<file path="src/hdl/dispatch_pkg.sv">
// ~~~~~~~~~~~~~~~~~~~~~~~~~~~~~~~~~~~~~~~~~~~~~~~~~~~~~~~~~~
// dispatch_pkg: bundle and port sizes, class lane indices,
// slot mask, group count and rotation pointer types
// ~~~~~~~~~~~~~~~~~~~~~~~~~~~~~~~~~~~~~~~~~~~~~~~~~~~~~~~~~~

package dispatch_pkg;

  // bundle and port geometry
  localparam int SLOT_CNT        = 10;
  localparam int PORTS_PER_GROUP = 3;
  localparam int NUM_CLASSES     = 4;

  // lane indices, also the overlap priority (lowest wins)
  localparam int CLS_STORE = 0;
  localparam int CLS_LOAD  = 1;
  localparam int CLS_ALU   = 2;
  localparam int CLS_SHIFT = 3;

  // one bit per slot; a port selection is one-hot in this form
  typedef logic [SLOT_CNT-1:0] slot_mask_t;

  // idle port marker
  localparam slot_mask_t EMPTY_SEL = '1;

  // slots placed in one port group, 0 to 3
  typedef logic [1:0] port_cnt_t;

  // rotation pointer of a port group, 0 to 2
  typedef logic [1:0] group_ptr_t;

endpackage
</file>
<file path="src/hdl/lane_if.sv">
// ~~~~~~~~~~~~~~~~~~~~~~~~~~~~~~~~~~~~~~~~~~~~~~~~~~~~~~~~~~
// lane_if: one instruction class, from the class resolver
// through its slot picker to the port router
// ~~~~~~~~~~~~~~~~~~~~~~~~~~~~~~~~~~~~~~~~~~~~~~~~~~~~~~~~~~
`timescale 1ns/100ps

interface lane_if;
  import dispatch_pkg::*;

  // exclusive class mask
  slot_mask_t mask;
  // first three slots of the class, EMPTY_SEL when absent
  slot_mask_t sel0;
  slot_mask_t sel1;
  slot_mask_t sel2;
  // slots found, saturated at 3
  port_cnt_t  cnt;

  modport resolver (output mask);
  modport picker   (input mask, output sel0, output sel1, output sel2, output cnt);
  modport router   (input sel0, input sel1, input sel2, input cnt);

endinterface

</file>
<file path="src/hdl/slot_picker.sv">
// ~~~~~~~~~~~~~~~~~~~~~~~~~~~~~~~~~~~~~~~~~~~~~~~~~~~~~~~~~~
// slot_picker: first three set slots of one class as one-hot
// selections, and the saturated slot count
// ~~~~~~~~~~~~~~~~~~~~~~~~~~~~~~~~~~~~~~~~~~~~~~~~~~~~~~~~~~
`timescale 1ns/100ps

module slot_picker (
  lane_if.picker lane
);
  import dispatch_pkg::*;

  // remaining mask before each pick
  slot_mask_t rest0;
  slot_mask_t rest1;
  slot_mask_t rest2;

  // isolated lowest bit of each remainder
  slot_mask_t low0;
  slot_mask_t low1;
  slot_mask_t low2;

  port_cnt_t  found;

  // two's complement trick, keeps only the lowest set bit
  function automatic slot_mask_t lowest_set(input slot_mask_t m);
    return m & (~m + 1'b1);
  endfunction

  assign rest0 = lane.mask;
  assign low0  = lowest_set(rest0);

  assign rest1 = rest0 & ~low0;
  assign low1  = lowest_set(rest1);

  assign rest2 = rest1 & ~low1;
  assign low2  = lowest_set(rest2);

  assign lane.sel0 = (low0 == '0) ? EMPTY_SEL : low0;
  assign lane.sel1 = (low1 == '0) ? EMPTY_SEL : low1;
  assign lane.sel2 = (low2 == '0) ? EMPTY_SEL : low2;

  // anything left after two picks means three or more
  always_comb begin
    if (rest2 != '0) begin
      found = 2'd3;
    end else if (rest1 != '0) begin
      found = 2'd2;
    end else if (rest0 != '0) begin
      found = 2'd1;
    end else begin
      found = 2'd0;
    end
  end

  assign lane.cnt = found;

endmodule

</file>
<file path="src/flat_wrapper.sv">
// flat-port wrapper written by rule: the top's interface ports become plain ports
module slot_picker_flat import dispatch_pkg::*;
  (lane_mask, lane_sel0, lane_sel1, lane_sel2, lane_cnt);
  lane_if lane_i ();
  input wire logic [$bits(lane_i.mask)-1:0] lane_mask;
  output wire logic [$bits(lane_i.sel0)-1:0] lane_sel0;
  output wire logic [$bits(lane_i.sel1)-1:0] lane_sel1;
  output wire logic [$bits(lane_i.sel2)-1:0] lane_sel2;
  output wire logic [$bits(lane_i.cnt)-1:0] lane_cnt;
  assign lane_i.mask = lane_mask;
  assign lane_sel0 = lane_i.sel0;
  assign lane_sel1 = lane_i.sel1;
  assign lane_sel2 = lane_i.sel2;
  assign lane_cnt = lane_i.cnt;
  slot_picker u_core (.lane(lane_i));
endmodule
</file>
<file path="config.mk">
export PLATFORM = sky130hd
export DESIGN_NAME = slot_picker_flat
export DESIGN_NICKNAME = d
export VERILOG_FILES = /design/src/hdl/dispatch_pkg.sv /design/src/hdl/lane_if.sv /design/src/hdl/slot_picker.sv /design/src/flat_wrapper.sv
export SDC_FILE = /design/constraint.sdc
export NUM_CORES = 1
export LEC_CHECK = 0
export BUFFER_PORTS_ARGS = -buffer_cell sky130_fd_sc_hd__buf_2
export CAP_MARGIN = 20
export CORE_MARGIN = 2
export CORE_UTILIZATION = 44
export DETAILED_ROUTE_END_ITERATION = 10
export PLACE_DENSITY = 0.88
export RECOVER_POWER = 100
export SYNTH_ARGS = -nofsm -noshare
export SYNTH_HDL_FRONTEND = slang
export SYNTH_SLANG_ARGS = --single-unit
</file>
<file path="constraint.sdc">
create_clock -name vclk -period 1.9
set_clock_uncertainty 0.05 [all_clocks]
set_input_delay 0.095 -clock vclk [all_inputs]
set_output_delay 0.095 -clock vclk [all_outputs]
set_load 0.02 [all_outputs]
</file>
==> impl_metrics.env, run 1 <==
export IMPL_yosys_top_cells_area="o21ai_0 11%, nand2_1 9.7%, a21oi_1 7.1%"
export IMPL_slew_viol_final=0
export IMPL_rows=15
export IMPL_area_delta_synth_final_pct=102.4
export IMPL_hold_buffers=0
export IMPL_nets=227
export IMPL_use_met2=0.6267
export IMPL_met1_usage=0.3934
export IMPL_seq_cell_count=0
export IMPL_io_buffers=42
export IMPL_busiest_layer="met2"
export IMPL_worstPathCellList="buf_6 > or4_4 > buf_6 > o211ai_1 > o211a_1 > o211ai_1 > o21ai_1 > buf_4"
export IMPL_drt_iter0_drc=247
export IMPL_synthCells=150
export IMPL_crit_path_end_kind="primary output"
export IMPL_fmax_mhz=451.8
export IMPL_gr_total_overflow=0
export IMPL_cp_required_ns=1.75
export IMPL_num_vias=1762
export IMPL_cp_slowest_cell="or4_4"
export IMPL_setup_viol=22
export IMPL_drc=0
export IMPL_drtAntennaViolNets=0
export IMPL_avgSynthCellArea_sq_um=5.647
export IMPL_fillerInstances=29
export IMPL_period_share=1.165
export IMPL_viasPerCell=7.342
export IMPL_finalCriticalPeriod_ns=2.213
export IMPL_finalHoldViolCount=0
export IMPL_worst_slew_pin_slew_ns=0.6151
export IMPL_dr_pass1_iters=6
export IMPL_routedWlPerCell_um=24.60
export IMPL_n_antenna_cell=0
export IMPL_wl_um=5904
export IMPL_yosys_area_top_type="o21ai_0"
export IMPL_rsz0062_at_grt="true"
export IMPL_status="finished, violations left"
export IMPL_ir_drop_v=0.0002565
export IMPL_die_h_um=47.88
export IMPL_ys_warn_count=0
export IMPL_arrival_ns=2.07
export IMPL_yosysMostFrequentCell="nand2_1"
export IMPL_slew_headroom=0.5881
export IMPL_dp_hpwl_um=2386
export IMPL_cap_violations=0
export IMPL_place_area_sq_um=1247
export IMPL_layout_setup_ws_ns=-0.3134
export IMPL_yosysUniqueCellTypes=41
export IMPL_critPathMaxStageDelay_ns=0.54
export IMPL_worstSetupEndpoint="lane_sel2[5]"
export IMPL_dieArea_sq_um=2292
export IMPL_violations="setup timing"
export IMPL_final_area_sq_um=1714
export IMPL_boundaryPins=42
export IMPL_power_leakage_nw=0.8127
export IMPL_powerDensity_nw_per_um2=259.4
export IMPL_synth_commonest_cells="22 x nand2_1, 19 x o21ai_0, 14 x clkbuf_1, 13 x nor2_1, 12 x a21oi_1"
export IMPL_synth_top_area_share=0.1123
export IMPL_ff_latch_area_sq_um=0
export IMPL_grt_pass1_vias=1279
export IMPL_track_usage=0.3500
export IMPL_nClkBuffers=0
export IMPL_instances_no_fill=240
export IMPL_start_util=0.4801
export IMPL_grt_pass1_wl_um=5830
export IMPL_syn_num_nets=160
export IMPL_syn_cell_area_sq_um=847.1
export IMPL_core_area_sq_um=1764
export IMPL_crit_type="in -> out"
export IMPL_globalplace_congestion=0.8377
export IMPL_seq_area_frac_synth=0
export IMPL_min_from="lane_mask[8]"
export IMPL_die_x_um=47.88
export IMPL_antenna_found_initial=0
export IMPL_crit_path_start_kind="input port"
export IMPL_layout_drive_gt1_share=0.5674
export IMPL_critPathMaxFanout=6
export IMPL_min_path_type="in -> out"
export IMPL_dpl_cell_count=226
export IMPL_grt_max_degree=23
export IMPL_use_met3=0.08302
export IMPL_setup_worst_path_start="lane_mask[7]"
export IMPL_multi_input_area_sq_um=960.9
==> how the worst min path moves through the flow <==
stage,endpoint,slack (ns),depth (start not counted)
final,lane_sel1[9],0.58,3
after global routing,lane_sel1[9],0.61,3
after CTS,lane_sel1[9],0.53,3
after detailed placement,lane_sel1[9],0.52,3
after global placement,lane_sel1[9],0.51,3
after floorplan,lane_sel1[4],0.47,3
==> stage by stage <==
stage               TNS, ns  worst slack (ns)    util  hold WS (ns)  total power (W)
floorplan           -0.4722          -0.08269       -        0.4695        0.0001920
global placement     -2.319           -0.2401  0.7071        0.5120        0.0002756
detailed placement   -3.386           -0.2798  0.7071        0.5237        0.0002886
CTS                 -0.9969           -0.1213  0.8170        0.5293        0.0003350
global route         -5.504           -0.4127  0.9716        0.6087        0.0004582
finish               -4.115           -0.3134  0.9716        0.5790        0.0004447
==> worst max-delay path, delay by kind of cell <==
family,cells,cell delay (ns)
AND/OR/NAND/NOR,1,0.54
buffers and inverters,3,0.43
AO/OA/AOI/OAI,4,1.00
==> power by group <==
| part | total (W) | switching (W) | internal (W) | leakage (nW) |
|---|---|---|---|---|
| registers | 0 | 0 | 0 | 0 |
| clock network | 0 | 0 | 0 | 0 |
| logic | 0.000445 | 0.000261 | 0.000184 | 0.813 |
| total | 0.000445 | 0.000261 | 0.000184 | 0.813 |
==> final cells by class <==
cell class,count,area share
inverters,7,0.01825
multi-input cells,125,0.5606
well taps,25,0.01825
repair buffers,83,0.4029
==> what timing repair did <==
item / 4_1_cts / 5_1_grt
setup buffers: 2 / 13
endpoints found under the setup margin: 21 / 30
resized for setup: 48 / 41
pin swaps: 17 / 23
==> layout by cell type, fill, tap and decap left out, drive strengths merged <==
cell / instances
buf: 83
nand2: 22
o21ai: 20
nor2: 13
a21oi: 12
nand3: 7
inv: 6
o211ai: 6
or3: 5
o31ai: 4
nor4: 4
a31oi: 4
xor2: 3
or4: 2
maj3: 2
a31o: 2
mux2i: 2
nor2b: 1
o41ai: 1
nand2b: 1
a2111oi: 1
a21boi: 1
or2: 1
clkinv: 1
and3: 1
o21a: 1
a21o: 1
a211o: 1
o211a: 1
xnor2: 1
and3b: 1
nor3: 1
o22ai: 1
a221oi: 1
o21bai: 1
==> metal layers <==
layer	wire length [um]	share of wire	vias to the layer above
li1	-	-	678
met1	1869	0.32	760
met2	2561	0.43	228
met3	828	0.14	96
met4	644	0.11	0
met5	0	0	-
==> cells by family (layout without fill, tap and decap cells) <==
family	count (synthesis)	after routing	share of synthesized area
AOI/OAI and AO/OA	58	58	0.4372
adders and majority gates	2	2	0.02363
buffers and inverters	25	90	0.1433
muxes	2	2	0.02363
and+or+nand+nor	59	59	0.3309
xor gates and xnor gates	4	4	0.04137
No activity file was read; power rests on OpenSTA's default activity.
==> inputs of run 2 (changes only) <==
--- a/config.mk
+++ b/config.mk
@@ -10,6 +10,8 @@
 export CORE_MARGIN = 2
 export CORE_UTILIZATION = 44
 export DETAILED_ROUTE_END_ITERATION = 10
+export GPL_ROUTABILITY_DRIVEN = 0
+export GPL_TIMING_DRIVEN = 1
 export PLACE_DENSITY = 0.88
 export RECOVER_POWER = 100
 export SYNTH_ARGS = -nofsm -noshare
==> constraint.sdc (replaced) <==
create_clock -name vclk -period 1.9
set_clock_uncertainty 0.05 [all_clocks]
set_input_delay 0.19 -clock vclk [all_inputs]
set_output_delay 0.19 -clock vclk [all_outputs]
set_load 0.02 [all_outputs]
==> run 2 against run 1 <==
The run now fails in global routing (5_1_grt). Area after synthesis did not move. Synthesized cell count did not move.
==> impl_metrics.env, run 2 <==
export IMPL_status="aborted with a tool error"
export IMPL_stop_stage="global routing (5_1_grt)"
export IMPL_tool_error="[ERROR DPL-0038] Utilization greater than 100%, impossible to legalize"
export IMPL_dpl_cell_count=238
export IMPL_synth_top_area_share=0.1123
export IMPL_synthCells=150
export IMPL_grt_worst_endpoint="lane_sel2[6]"
export IMPL_yosys_top_cells_area="o21ai_0 11%, nand2_1 9.7%, a21oi_1 7.1%"
export IMPL_synth_commonest_cells="22 x nand2_1, 19 x o21ai_0, 14 x clkbuf_1, 13 x nor2_1, 12 x a21oi_1"
export IMPL_grt_max_degree=23
export IMPL_start_util=0.4801
export IMPL_yosysMostFrequentCell="nand2_1"
export IMPL_syn_num_nets=160
export IMPL_hold_buffers=0
export IMPL_die_h_um=47.88
export IMPL_avgSynthCellArea_sq_um=5.647
export IMPL_rows=15
export IMPL_boundaryPins=42
export IMPL_die_x_um=47.88
export IMPL_worst_path_end_type="primary output"
export IMPL_syn_cell_area_sq_um=847.1
export IMPL_ys_warn_count=0
export IMPL_yosysUniqueCellTypes=41
export IMPL_seq_area_frac_synth=0
export IMPL_io_buffers=42
export IMPL_yosys_area_top_type="o21ai_0"
export IMPL_dp_hpwl_um=2538
## run 2: through the flow
step	instance area (sq um)	setup slack (ns)	hold slack (ns)
detailed placement	1356	-0.5137	0.7163
CTS	1594	-0.3559	0.7211
floorplan	944.7	-0.2727	0.6591
global placement	1356	-0.4275	0.7007
## run 2: repair_timing
action	CTS
resized for setup	58
pin swaps	15
endpoints found under the hold margin	0
setup endpoints to repair	26
setup buffers	4
## run 2: logic make-up after synthesis
family	Yosys count	share of synthesized area
AND/OR/NAND/NOR	59	0.3309
AO/OA/AOI/OAI	58	0.4372
buffers and inverters	25	0.1433
XOR/XNOR	4	0.04137
multiplexers	2	0.02363
adder cells (fa/ha/maj)	2	0.02363
==> inputs of run 3 (changes only) <==
--- a/config.mk
+++ b/config.mk
@@ -7,12 +7,12 @@
 export LEC_CHECK = 0
 export BUFFER_PORTS_ARGS = -buffer_cell sky130_fd_sc_hd__buf_2
 export CAP_MARGIN = 20
-export CORE_MARGIN = 2
-export CORE_UTILIZATION = 44
+export CORE_AREA = 2 2 63 65
 export DETAILED_ROUTE_END_ITERATION = 10
+export DIE_AREA = 0 0 65 67
 export GPL_ROUTABILITY_DRIVEN = 0
 export GPL_TIMING_DRIVEN = 1
-export PLACE_DENSITY = 0.88
+export PLACE_DENSITY_LB_ADDON = 0.15
 export RECOVER_POWER = 100
 export SYNTH_ARGS = -nofsm -noshare
 export SYNTH_HDL_FRONTEND = slang
==> constraint.sdc (replaced) <==
create_clock -name vclk -period 2.45
set_clock_uncertainty 0.05 [all_clocks]
set_input_delay 0.245 -clock vclk [all_inputs]
set_output_delay 0.245 -clock vclk [all_outputs]
set_load 0.02 [all_outputs]
==> run 3 against run 2 <==
The run now ends clean.
==> impl_metrics.env, run 3 (synthesis results as in run 1) <==
export IMPL_slew_headroom=0.6866
export IMPL_seq_cell_count=0
export IMPL_drc=0
export IMPL_power_leakage_nw=0.5787
export IMPL_io_buffers=42
export IMPL_arrival_ns=2.07
export IMPL_routedWlPerCell_um=12.41
export IMPL_period_share=0.9647
export IMPL_worstPathCellList="clkbuf_1 > or4_4 > a21oi_1 > o31ai_4 > maj3_1 > a31oi_2 > buf_4"
export IMPL_fillerInstances=423
export IMPL_crit_type="in -> out"
export IMPL_drtAntennaViolNets=0
export IMPL_nClkBuffers=0
export IMPL_dr_pass1_iters=4
export IMPL_min_to="lane_sel1[9]"
export IMPL_boundaryPins=42
export IMPL_num_vias=1254
export IMPL_ir_drop_v=0.00007059
export IMPL_setup_viol=0
export IMPL_hold_depth=3
export IMPL_place_area_sq_um=1181
export IMPL_rows=22
export IMPL_worst_slew_pin_slew_ns=0.4658
export IMPL_final_area_sq_um=1224
export IMPL_start_util=0.2349
export IMPL_dpl_cell_count=241
export IMPL_cp_required_ns=2.15
export IMPL_min_from="lane_mask[8]"
export IMPL_status="finished clean"
export IMPL_powerDensity_nw_per_um2=177.5
export IMPL_track_usage=0.1282
export IMPL_cp_slowest_cell="or4_4"
export IMPL_gr_total_overflow=0
export IMPL_critPathMaxFanout=7
export IMPL_cap_violations=0
export IMPL_final_util=0.3393
export IMPL_n_antenna_cell=0
export IMPL_finalCriticalPeriod_ns=2.363
export IMPL_layout_common_cells="24 x buf_2, 23 x buf_4, 22 x nand2_1, 15 x o21ai_0, 13 x nor2_1"
export IMPL_drt_iter0_drc=61
export IMPL_grt_pass1_wl_um=4685
export IMPL_nets=207
export IMPL_final_common_cell="buf_2"
export IMPL_area_delta_synth_final_pct=44.46
export IMPL_grt_pass1_vias=1036
export IMPL_crit_path_start_kind="input port"
export IMPL_core_area_sq_um=3606
export IMPL_crit_path_end_kind="primary output"
export IMPL_ff_latch_area_sq_um=0
export IMPL_rsz0062_at_grt="false"
export IMPL_instances_no_fill=243
export IMPL_layout_drive_gt1_share=0.3179
export IMPL_die_x_um=65
export IMPL_die_h_um=67
export IMPL_viasPerCell=5.160
export IMPL_setup_worst_path_start="lane_mask[3]"
export IMPL_post_place_ws_ns=-0.06392
export IMPL_dp_hpwl_um=2315
export IMPL_layout_setup_ws_ns=0.08654
export IMPL_finalHoldViolCount=0
export IMPL_wl_um=3015
export IMPL_fmax_mhz=423.1
export IMPL_path_buf_inv=2
export IMPL_critPathTopFamily="compound AO/OA/AOI/OAI gates"
export IMPL_min_path_type="in -> out"
export IMPL_dieArea_sq_um=4355
export IMPL_antenna_found_initial=0
export IMPL_critPathMaxStageDelay_ns=0.59
export IMPL_slew_viol_final=0
export IMPL_finalSetupTns_ns=0
export IMPL_grt_max_degree=23
## run 3: tightest hold or removal path, cell delays in order
cell and delay, ns:
buf_2 0.16, a21oi_1 0.08, clkbuf_1 0.16
## run 3: stage by stage
step	hold slack (ns)	total power, W
2_1_floorplan	0.8222	0.0001381
3_3_place_gp	0.8261	0.0002061
3_5_place_dp	0.8256	0.0002076
4_1_cts	0.8261	0.0002107
5_1_grt	0.8868	0.0002385
6_report	0.8433	0.0002172
## run 3: routing by layer
layer,vias up,routed length [um],global-route usage,part of all wire
li1,638,-,-,-
met1,573,1322,0.1770,0.44
met2,43,1545,0.2358,0.51
met3,0,148,0.001689,0.049
met4,0,0,0,0
met5,-,0,0,0
## run 3: power breakdown
group          leakage [nW]  total [W]  switching, W  internal [W]
Sequential                0          0             0             0
Combinational         0.579   0.000217      0.000132     0.0000848
Clock                     0          0             0             0
## run 3: worst max-delay path by stage
stage | end | slack [ns] | cells after the start
after floorplan | lane_sel2[7] | 0.02 | 6
after global placement | lane_sel2[7] | -0.03 | 7
after detailed placement | lane_sel2[7] | -0.06 | 7
after CTS | lane_sel2[7] | 0.005 | 7
after global routing | lane_sel2[3] | 0.01 | 9
final | lane_sel2[7] | 0.09 | 7
## run 3: cell type report
cell class,instances,area [sq um],share of cell area
Tap cell,48,60.06,0.04908
Multi-Input combinational cell,125,778.2,0.6360
Inverter,7,27.53,0.02249
Timing Repair Buffer,63,357.8,0.2924
## run 3: what timing repair did
action,in CTS,in global routing
pin swaps,0,6
setup endpoints to repair,4,11
endpoints found under the hold margin,0,0
resized for setup,3,9
hold buffers,0,0
cloned,0,0
buffers inserted,0,2
